**src/common/gain_pkg.sv**
```systemverilog
package gain_pkg;

	////////////////////////////////////////////////////////////////////
	// Data types
	////////////////////////////////////////////////////////////////////

	// Gain code of one amplifier channel
	typedef logic [3:0] gain_code_t;

	// Full amplifier setting with channel A in the upper nibble
	typedef logic [7:0] amp_conf_t;

	// APB address and data words
	typedef logic [3:0] apb_addr_t;
	typedef logic [31:0] apb_data_t;

	// Register offsets
	localparam apb_addr_t ADDR_CTRL = 4'h0;
	localparam apb_addr_t ADDR_GAIN = 4'h4;
	localparam apb_addr_t ADDR_STATUS = 4'h8;
	localparam apb_addr_t ADDR_READBACK = 4'hC;

	////////////////////////////////////////////////////////////////////
	// Serial timing in AMP_CS cycles
	////////////////////////////////////////////////////////////////////

	localparam int SCK_HALF = 4;
	localparam int SHDN_CYCLES = 8;
	// Chip select guard before and after a frame
	localparam int CS_GUARD = 2;
	localparam int FRAME_BITS = 8;

	// Legal gain code range
	localparam gain_code_t GAIN_MIN = 4'd1;
	localparam gain_code_t GAIN_MAX = 4'd7;

	// Master sequencer states
	typedef enum logic [2:0] {
		IDLE,
		SHDN_HI,
		SHDN_LO,
		CS_SETUP,
		SCK_LO,
		SCK_HI,
		CS_HOLD
	} master_state_t;

	// Receiver status as seen by the register block
	typedef struct packed {
		logic ready;
		logic err_len;
		logic err_code;
		logic err_no_init;
		amp_conf_t applied;
	} amp_status_t;

	// Serial lines from master to amplifier
	typedef struct packed {
		logic sck;
		logic mosi;
		logic cs;
		logic shdn;
	} amp_bus_t;

endpackage
```
**src/logic/gain_ctrl_top.sv**
```systemverilog
`timescale 1ns/1ps

module gain_ctrl_top import gain_pkg::*; (
	input logic AMP_CS,
	input logic reseted,
	input logic psel,
	input logic penable,
	input logic pwrite,
	input apb_addr_t paddr,
	input apb_data_t pwdata,
	output apb_data_t prdata,
	output logic pready,
	output logic pslverr,
	output gain_code_t gain_a,
	output gain_code_t gain_b
);

	// Register block to master
	logic start_frame;
	logic start_shdn;
	amp_conf_t conf;

	// Master to register block
	logic busy;
	logic done;
	amp_conf_t returned;

	// Serial link to the on-board amplifier model
	amp_bus_t amp_bus;
	logic dout;
	amp_status_t status;

	apb_gain_regs u_regs (
		.AMP_CS (AMP_CS),
		.reseted (reseted),
		.psel (psel),
		.penable (penable),
		.pwrite (pwrite),
		.paddr (paddr),
		.pwdata (pwdata),
		.prdata (prdata),
		.pready (pready),
		.pslverr (pslverr),
		.busy (busy),
		.done (done),
		.returned (returned),
		.status (status),
		.start_frame (start_frame),
		.start_shdn (start_shdn),
		.conf (conf)
	);

	amp_spi_master u_master (
		.AMP_CS (AMP_CS),
		.reseted (reseted),
		.start_frame (start_frame),
		.start_shdn (start_shdn),
		.conf (conf),
		.dout (dout),
		.amp_bus (amp_bus),
		.busy (busy),
		.done (done),
		.returned (returned)
	);

	preamp_rx u_preamp (
		.AMP_CS (AMP_CS),
		.reseted (reseted),
		.amp_bus (amp_bus),
		.dout (dout),
		.status (status)
	);

	// Gains in force on each channel
	assign gain_a = status.applied[7:4];
	assign gain_b = status.applied[3:0];

endmodule

```
**src/preamp/preamp_rx.sv**
```systemverilog
`timescale 1ns/1ps

module preamp_rx import gain_pkg::*; (
	input logic AMP_CS,
	input logic reseted,
	input amp_bus_t amp_bus,
	output logic dout,
	output amp_status_t status
);

	// Previous line values for edge detection
	logic sck_q;
	logic cs_q;
	logic shdn_q;

	logic sck_rise;
	logic cs_fall;
	logic cs_rise;
	logic shdn_rise;
	logic shdn_fall;

	// Device shift register
	amp_conf_t conf;
	// Bits received in this frame, saturates
	logic [3:0] bit_cnt;

	// Frame checks
	logic len_ok;
	logic code_ok;

	// Legal codes are 1 to 7
	function automatic logic gain_legal(input gain_code_t code);
		return (code >= GAIN_MIN) && (code <= GAIN_MAX);
	endfunction

	////////////////////////////////////////////////////////////////////
	// Edge detection
	////////////////////////////////////////////////////////////////////

	always_ff @(posedge AMP_CS) begin
		if (reseted) begin
			sck_q <= 1'b0;
			cs_q <= 1'b1;
			shdn_q <= 1'b0;
		end else begin
			sck_q <= amp_bus.sck;
			cs_q <= amp_bus.cs;
			shdn_q <= amp_bus.shdn;
		end
	end

	assign sck_rise = amp_bus.sck & ~sck_q;
	assign cs_fall = ~amp_bus.cs & cs_q;
	assign cs_rise = amp_bus.cs & ~cs_q;
	assign shdn_rise = amp_bus.shdn & ~shdn_q;
	assign shdn_fall = ~amp_bus.shdn & shdn_q;

	assign len_ok = (bit_cnt == FRAME_BITS);
	assign code_ok = gain_legal(conf[7:4]) && gain_legal(conf[3:0]);

	// Oldest bit goes back out while selected
	assign dout = amp_bus.cs ? 1'b0 : conf[7];

	////////////////////////////////////////////////////////////////////
	// Shift register and bit count
	////////////////////////////////////////////////////////////////////

	always_ff @(posedge AMP_CS) begin
		if (reseted) begin
			conf <= '0;
			bit_cnt <= '0;
		end else if (shdn_rise) begin
			// Shutdown clears the device register
			conf <= '0;
			bit_cnt <= '0;
		end else if (cs_fall) begin
			bit_cnt <= '0;
		end else if (sck_rise) begin
			if (!amp_bus.cs) begin
				conf <= {conf[6:0], amp_bus.mosi};
				if (bit_cnt != 4'hf) begin
					bit_cnt <= bit_cnt + 4'd1;
				end
			end else begin
				bit_cnt <= '0;
			end
		end
	end

	////////////////////////////////////////////////////////////////////
	// Status at the end of a frame
	////////////////////////////////////////////////////////////////////

	always_ff @(posedge AMP_CS) begin
		if (reseted) begin
			status <= '0;
		end else if (shdn_rise) begin
			status.applied <= '0;
		end else begin
			// Init completes when shutdown drops
			if (shdn_fall) begin
				status.ready <= 1'b1;
			end
			if (cs_rise) begin
				if (!status.ready) begin
					// Frame ignored by an uninitialized device
					status.err_no_init <= 1'b1;
				end else begin
					status.err_no_init <= 1'b0;
					status.err_len <= ~len_ok;
					// Codes only mean something in a full frame
					status.err_code <= len_ok & ~code_ok;
					// Bad codes still take effect
					if (len_ok) begin
						status.applied <= conf;
					end
				end
			end
		end
	end

	// Master frames never carry more than one byte
	a_frame_len: assert property (@(posedge AMP_CS) disable iff (reseted)
		!amp_bus.cs |-> (bit_cnt <= FRAME_BITS));

endmodule

```
**src/amp_spi/amp_spi_master.sv**
```systemverilog
`timescale 1ns/1ps

module amp_spi_master import gain_pkg::*; (
	input logic AMP_CS,
	input logic reseted,
	input logic start_frame,
	input logic start_shdn,
	input amp_conf_t conf,
	input logic dout,
	output amp_bus_t amp_bus,
	output logic busy,
	output logic done,
	output amp_conf_t returned
);

	master_state_t state;
	// Cycles spent in the current phase
	logic [3:0] tick_cnt;
	// Index of the bit on the line
	logic [3:0] bit_cnt;
	// Outgoing setting, MSB on the line
	amp_conf_t tx_shift;

	// Phase end markers
	logic lo_end;
	logic hi_end;
	logic last_bit;
	logic frame_go;
	logic shdn_go;

	assign lo_end = (state == SCK_LO) && (tick_cnt == SCK_HALF - 1);
	assign hi_end = (state == SCK_HI) && (tick_cnt == SCK_HALF - 1);
	assign last_bit = (bit_cnt == FRAME_BITS - 1);

	// Init has priority over a frame request
	assign shdn_go = (state == IDLE) && start_shdn;
	assign frame_go = (state == IDLE) && start_frame && !start_shdn;

	////////////////////////////////////////////////////////////////////
	// Sequencer FSM
	////////////////////////////////////////////////////////////////////

	always_ff @(posedge AMP_CS) begin
		if (reseted) begin
			state <= IDLE;
			tick_cnt <= '0;
			bit_cnt <= '0;
			busy <= 1'b0;
			done <= 1'b0;
			amp_bus <= '{sck: 1'b0, mosi: 1'b0, cs: 1'b1, shdn: 1'b0};
		end else begin
			done <= 1'b0;
			tick_cnt <= tick_cnt + 4'd1;
			case (state)
				IDLE: begin
					tick_cnt <= '0;
					bit_cnt <= '0;
					if (shdn_go) begin
						// Shutdown pulse resets the amplifier
						amp_bus.shdn <= 1'b1;
						busy <= 1'b1;
						state <= SHDN_HI;
					end else if (frame_go) begin
						busy <= 1'b1;
						state <= CS_SETUP;
					end
				end
				SHDN_HI: begin
					if (tick_cnt == SHDN_CYCLES - 1) begin
						amp_bus.shdn <= 1'b0;
						tick_cnt <= '0;
						state <= SHDN_LO;
					end
				end
				SHDN_LO: begin
					// Quiet gap after the shutdown pulse
					if (tick_cnt == CS_GUARD - 1) begin
						done <= 1'b1;
						busy <= 1'b0;
						state <= IDLE;
					end
				end
				CS_SETUP: begin
					// Guard with CS high, then open the frame with the MSB
					if (tick_cnt == CS_GUARD - 1) begin
						amp_bus.cs <= 1'b0;
						amp_bus.mosi <= tx_shift[7];
						tick_cnt <= '0;
						state <= SCK_LO;
					end
				end
				SCK_LO: begin
					if (lo_end) begin
						amp_bus.sck <= 1'b1;
						tick_cnt <= '0;
						state <= SCK_HI;
					end
				end
				SCK_HI: begin
					if (hi_end) begin
						amp_bus.sck <= 1'b0;
						tick_cnt <= '0;
						if (last_bit) begin
							state <= CS_HOLD;
						end else begin
							// Next bit goes out with the falling edge
							bit_cnt <= bit_cnt + 4'd1;
							amp_bus.mosi <= tx_shift[6];
							state <= SCK_LO;
						end
					end
				end
				CS_HOLD: begin
					// CS low guard, CS rise, then CS high guard
					if (tick_cnt == CS_GUARD - 1) begin
						amp_bus.cs <= 1'b1;
					end
					if (tick_cnt == 2 * CS_GUARD - 1) begin
						done <= 1'b1;
						busy <= 1'b0;
						state <= IDLE;
					end
				end
				default: begin
					state <= IDLE;
				end
			endcase
		end
	end

	////////////////////////////////////////////////////////////////////
	// Data shift registers
	////////////////////////////////////////////////////////////////////

	always_ff @(posedge AMP_CS) begin
		// Outgoing data, moves one place per bit
		if (frame_go) begin
			tx_shift <= conf;
		end else if (hi_end) begin
			tx_shift <= {tx_shift[6:0], 1'b0};
		end
		// Device register is cleared by init
		if (shdn_go) begin
			returned <= '0;
		end else if (lo_end) begin
			// dout sampled on the last low cycle
			returned <= {returned[6:0], dout};
		end
	end

	// CS stays high outside of a sequence
	a_cs_idle: assert property (@(posedge AMP_CS) disable iff (reseted)
		!busy |-> amp_bus.cs);

	// No serial clock without chip select
	a_sck_cs: assert property (@(posedge AMP_CS) disable iff (reseted)
		amp_bus.cs |-> !amp_bus.sck);

endmodule

```
**src/logic/apb_gain_regs.sv**
```systemverilog
`timescale 1ns/1ps

module apb_gain_regs import gain_pkg::*; (
	input logic AMP_CS,
	input logic reseted,
	input logic psel,
	input logic penable,
	input logic pwrite,
	input apb_addr_t paddr,
	input apb_data_t pwdata,
	output apb_data_t prdata,
	output logic pready,
	output logic pslverr,
	input logic busy,
	input logic done,
	input amp_conf_t returned,
	input amp_status_t status,
	output logic start_frame,
	output logic start_shdn,
	output amp_conf_t conf
);

	// Access phase of an APB transfer
	logic access;
	// Address hits one of the four registers
	logic addr_ok;
	// Master busy or about to become busy
	logic locked;
	// Write to a register that starts a sequence
	logic wr_start_reg;
	// Accepted write
	logic wr_en;
	// Setting shifted back by the amplifier on the last frame
	amp_conf_t readback;

	////////////////////////////////////////////////////////////////////
	// Access decode
	////////////////////////////////////////////////////////////////////

	assign access = psel & penable;

	always_comb begin
		addr_ok = paddr inside {ADDR_CTRL, ADDR_GAIN, ADDR_STATUS, ADDR_READBACK};
	end

	// Start pulses are still in flight one cycle before busy rises
	assign locked = busy | start_frame | start_shdn;
	assign wr_start_reg = (paddr == ADDR_CTRL) | (paddr == ADDR_GAIN);

	// No wait states
	assign pready = 1'b1;

	// Unknown address, or a start register written while the master works
	assign pslverr = access & (~addr_ok | (pwrite & locked & wr_start_reg));

	// Rejected writes are dropped here
	assign wr_en = access & pwrite & ~pslverr;

	////////////////////////////////////////////////////////////////////
	// Registers and start pulses
	////////////////////////////////////////////////////////////////////

	always_ff @(posedge AMP_CS) begin
		if (reseted) begin
			start_frame <= 1'b0;
			start_shdn <= 1'b0;
			conf <= '0;
			readback <= '0;
		end else begin
			// Single-cycle pulses
			start_frame <= wr_en & (paddr == ADDR_GAIN);
			start_shdn <= wr_en & (paddr == ADDR_CTRL) & pwdata[0];
			// Gain byte kept for readout and for the master
			if (wr_en && paddr == ADDR_GAIN) begin
				conf <= amp_conf_t'(pwdata[7:0]);
			end
			// Previous setting returned by the amplifier
			if (done) begin
				readback <= returned;
			end
		end
	end

	////////////////////////////////////////////////////////////////////
	// Read mux
	////////////////////////////////////////////////////////////////////

	always_comb begin
		prdata = '0;
		if (access && !pwrite) begin
			case (paddr)
				ADDR_GAIN: begin
					prdata[7:0] = conf;
				end
				ADDR_STATUS: begin
					prdata[0] = busy;
					prdata[1] = status.ready;
					prdata[2] = status.err_len;
					prdata[3] = status.err_code;
					prdata[4] = status.err_no_init;
					prdata[15:8] = status.applied;
				end
				ADDR_READBACK: begin
					prdata[7:0] = readback;
				end
				// CTRL is write only and reads as zero
				default: begin
					prdata = '0;
				end
			endcase
		end
	end

	// The master never sees a new start while it is still sequencing
	a_no_start_busy: assert property (@(posedge AMP_CS) disable iff (reseted)
		(start_frame || start_shdn) |-> !busy);

endmodule

```
**config.mk**
```make
export PLATFORM = sky130hd
export DESIGN_NAME = gain_ctrl_top
export DESIGN_NICKNAME = d
export VERILOG_FILES = /design/src/common/gain_pkg.sv /design/src/logic/gain_ctrl_top.sv /design/src/preamp/preamp_rx.sv /design/src/amp_spi/amp_spi_master.sv /design/src/logic/apb_gain_regs.sv
export SDC_FILE = /design/constraint.sdc
export NUM_CORES = 1
export LEC_CHECK = 0
export BUFFER_PORTS_ARGS = -buffer_cell sky130_fd_sc_hd__buf_2
export CAP_MARGIN = 10
export CORE_UTILIZATION = 40
export DETAILED_ROUTE_END_ITERATION = 10
export GPL_ROUTABILITY_DRIVEN = 1
export GPL_TIMING_DRIVEN = 0
export PLACE_DENSITY = 0.59
export RECOVER_POWER = 50
export SLEW_MARGIN = 20
export SYNTH_ARGS = -nofsm -noshare
export SYNTH_HDL_FRONTEND = slang
export SYNTH_SLANG_ARGS = --single-unit
```
**constraint.sdc**
```tcl
create_clock -name AMP_CS -period 2.3 [get_ports AMP_CS]
set_clock_uncertainty 0.2 [all_clocks]
set_input_delay 0.345 -clock AMP_CS [delete_from_list [all_inputs] [get_ports AMP_CS]]
set_output_delay 0.345 -clock AMP_CS [all_outputs]
set_load 0.01 [all_outputs]
```
==> impl_metrics.py <==
metrics = {
    "finish": {
        "mostFrequentLayoutCell": "dfxtp_1",
        "layout.nets": 518,
        "area_growth_pct": 15.3,
        "layout_common_cells": "dfxtp_1, nor2_1, buf_2, nand2_1, mux2i_1",
        "drive_gt1_share_pct": 20.5,
        "antennaDiodeCount": 0,
        "utilization_pct": 48.5,
        "fill_cells": 878,
    },
    "setup_path": {
        "reg2reg_depth": 5,
        "critPathRequiredTime_ns": 1.75,
        "cp_max_fo": 8,
        "r2r_setup_slack_ns": 0.17,
        "worstPathArrival_ns": 1.59,
        "critPathLaunchType": "input port",
        "end_kind": "output port",
        "rr_startpoint": "u_master.tick_cnt[0]$_SDFF_PP0_",
        "r2r_end": "u_master.amp_bus[2]$_SDFFE_PP0P_",
        "path_class": "in2out",
    },
    "power_and_ir_drop": {
        "ir_drop_v": 0.000395,
        "combPwrFrac_pct": 7.2,
        "power_frac_seq_pct": 55.6,
        "p_sw_mw": 0.618,
        "power.share.clock_pct": 37.2,
        "power_switching_share_pct": 24.8,
        "internal_power_mw": 1.87,
        "leakagePower_nw": 1.67,
        "powerDensity_mw_per_mm2": 580,
    },
    "global_route": {
        "grt_pass1_wl_um": 13000,
        "first_global_vias": 2699,
        "grt_max_degree": 14,
        "grtUsageTotal_pct": 17.1,
        "grt-ovfl-total": 0,
        "antenna_found_initial": 0,
    },
    "detailed_routing": {
        "vias_per_cell": 4.91,
        "drt_iter0_drc": 107,
        "vias": 2875,
        "antenna_left": 0,
        "wl_um": 7750,
        "drt_pass1_iterations": 9,
        "route.detailed.drc": 4,
        "wl_per_cell_um": 13.3,
    },
    "yosys": {
        "async_reset_ff_share_pct": 0,
        "netlist_area_mm2": 0.00372,
        "ys_ff_latch": 78,
        "synth_ff_type": "dfxtp_1",
        "synthDistinctLibCells": 53,
        "synth-edff-count": 8,
        "netlist_instances": 407,
        "ys_seq_area_share_pct": 44.1,
        "synth_warnings": 0,
        "avgSynthCellArea_um2": 9.15,
    },
    "run": {
        "max_cap_viol_count": 0,
    },
    "floorplanning": {
        "row_count": 34,
        "die_w_um": 98.5,
        "core_area_mm2": 0.00885,
        "start_util_pct": 42.1,
        "ios": 83,
        "dieArea_mm2": 0.00970,
        "die_y_um": 98.5,
    },
    "place": {
        "place_congestion": 0.865,
        "port_buffers": 40,
        "dpl.hpwl_um": 5760,
    },
    "cts": {
        "cts_tree": "done",
        "cts_setup_buffers": 0,
        "cts-htree-levels": 3,
        "postCtsHoldBufs": 0,
        "cts_root_buffer": "clkbuf_8",
        "cts_sinks": 78,
        "cts_buffer_depth": 2,
        "clk_latency_ns": 0.34,
        "clk_pin_slew_worst_paths_ns": 0.08,
        "cts_made_buffers": 9,
    },
    "hold_path": {
        "hold_path_class": "in2reg",
        "min-delay-start": "pwdata[1]",
        "min_to": "u_regs.conf[1]$_SDFFE_PP0P_",
        "hold_depth": 3,
    },
    "sta": {
        "whs_ns": 0.0483,
        "worst_pin_slew_ns": 0.786,
        "hold_viol_final": 0,
        "finalCriticalPeriod_ns": 2.13,
        "rsz0062_at_grt": "no",
        "slew_viol_final": 0,
        "fmaxAchievable_mhz": 469,
        "max_slew_margin_pct": 47.4,
        "setup_viol": 0,
        "fin_crit_sh_pct": 92.7,
    },
    "status": {
        "outcome": "finished, violations left",
        "violations": "DRC",
    },
}
[critical path: stages]
cell and delay (ns):
buf_2 0.10, and4bb_2 0.36, nand2b_1 0.19, nor2b_2 0.30
and2_1 0.17, buf_2 0.12
[power by group through the flow]
stage                     logic [mW]  registers (mW)  clock network, mW
final                          0.179            1.39              0.927
after global routing           0.197            1.39               1.02
after CTS                      0.176            1.39              0.952
after detailed placement       0.175            1.42                  0
after global placement         0.175            1.42                  0
after floorplan                0.132            1.42                  0
[state kept, by name, indices dropped and copies added, names as in the netlist]
| register | count |
|---|---|
| u_master.amp_bus | 4 |
| u_master.bit_cnt | 4 |
| u_master.busy | 1 |
| u_master.done | 1 |
| u_master.returned | 8 |
| u_master.state | 3 |
| u_master.tick_cnt | 4 |
| u_master.tx_shift | 8 |
| u_preamp.bit_cnt | 4 |
| u_preamp.conf | 8 |
| u_preamp.cs_q | 1 |
| u_preamp.sck_q | 1 |
| u_preamp.shdn_q | 1 |
| u_preamp.status | 12 |
| u_regs.conf | 8 |
| u_regs.readback | 8 |
| u_regs.start_frame | 1 |
| u_regs.start_shdn | 1 |
[layout make-up]
type	count	area (um^2)	area share, %
inverters	10	37.5	0.874
flip-flops and latches	78	1640	38.2
clock inverters	5	32.5	0.758
well taps	108	135	3.15
clock buffers	11	141	3.29
multi-input cells	290	1850	43.0
plain buffers	43	273	6.35
repair buffers	40	186	4.34
[logic make-up (layout without fill, tap and decap cells)]
| family | Yosys count | in the layout | share of synthesized area [%] |
|---|---|---|---|
| other cells | 2 | 17 | 0.202 |
| fa+ha+maj | 5 | 5 | 1.68 |
| mux | 41 | 41 | 11.5 |
| xor+xnor | 7 | 7 | 1.65 |
| flops | 78 | 78 | 44.1 |
| simple gates | 167 | 167 | 23.6 |
| buf+inv | 54 | 109 | 8.43 |
| compound gates | 53 | 53 | 8.91 |
[layer usage]
layer / vias up / routed length [um] / GRT usage [%]
li1: 1494 / - / -
met1: 1311 / 3840 / 22.1
met2: 64 / 3540 / 28.1
met3: 6 / 308 / 4.96
met4: 0 / 68 / 4.59
met5: - / 0 / 0
[per-stage QoR]
step | total power [mW] | instance area, um^2 | TNS, ns | cells | setup slack, ns
5_1_grt | 2.60 | 4290 | 0 | 585 | 0.0313
2_1_floorplan | 1.55 | 3780 | 0 | 422 | 0.263
3_3_place_gp | 1.59 | 4120 | -3.32 | 570 | -0.277
4_1_cts | 2.51 | 4290 | 0 | 585 | 0.102
3_5_place_dp | 1.59 | 4120 | -3.47 | 570 | -0.330
6_report | 2.49 | 4290 | 0 | 585 | 0.167
[synth_stat cells, types with 2 or more instances]
master | count | area [um^2]
buf_6 | 2 | 22.5
nand4_1 | 3 | 18.8
and3_1 | 2 | 12.5
and2_1 | 9 | 56.3
conb_1 | 2 | 7.51
ha_1 | 5 | 62.6
a21oi_1 | 17 | 85.1
a22oi_1 | 5 | 37.5
o21bai_1 | 3 | 22.5
nand2_1 | 29 | 109
o21ai_0 | 13 | 65.1
nor3_1 | 9 | 45.0
inv_1 | 10 | 37.5
buf_2 | 2 | 10.0
nand3_1 | 12 | 60.1
nand3b_1 | 9 | 67.6
xor2_1 | 4 | 35.0
nand2b_1 | 13 | 81.3
dfxtp_1 | 70 | 1400
nor3b_1 | 2 | 15.0
a31oi_1 | 2 | 12.5
nor2b_1 | 12 | 75.1
edfxtp_1 | 8 | 240
nor4_1 | 3 | 18.8
xnor2_1 | 3 | 26.3
mux2_2 | 14 | 158
buf_4 | 25 | 188
nor2_1 | 51 | 191
or3_1 | 2 | 12.5
a221oi_1 | 3 | 26.3
mux2i_1 | 27 | 270
clkbuf_1 | 15 | 56.3
[timing repair]
item                                    4_1_cts  5_1_grt
cloned                                        0        0
resized for setup                             3        4
pin swaps                                     0        0
endpoints found under the setup margin       17       20
[worst max path at each step]
stage                     startpoint         end  slack (ns)
after floorplan             paddr[3]  prdata[10]        0.26
after global placement      paddr[3]  prdata[14]       -0.28
after detailed placement    paddr[3]  prdata[13]       -0.33
after CTS                   paddr[3]  prdata[13]        0.10
after global routing        paddr[0]  prdata[15]        0.03
final                       paddr[0]  prdata[13]        0.17
No activity file was read; power rests on OpenSTA's default activity.
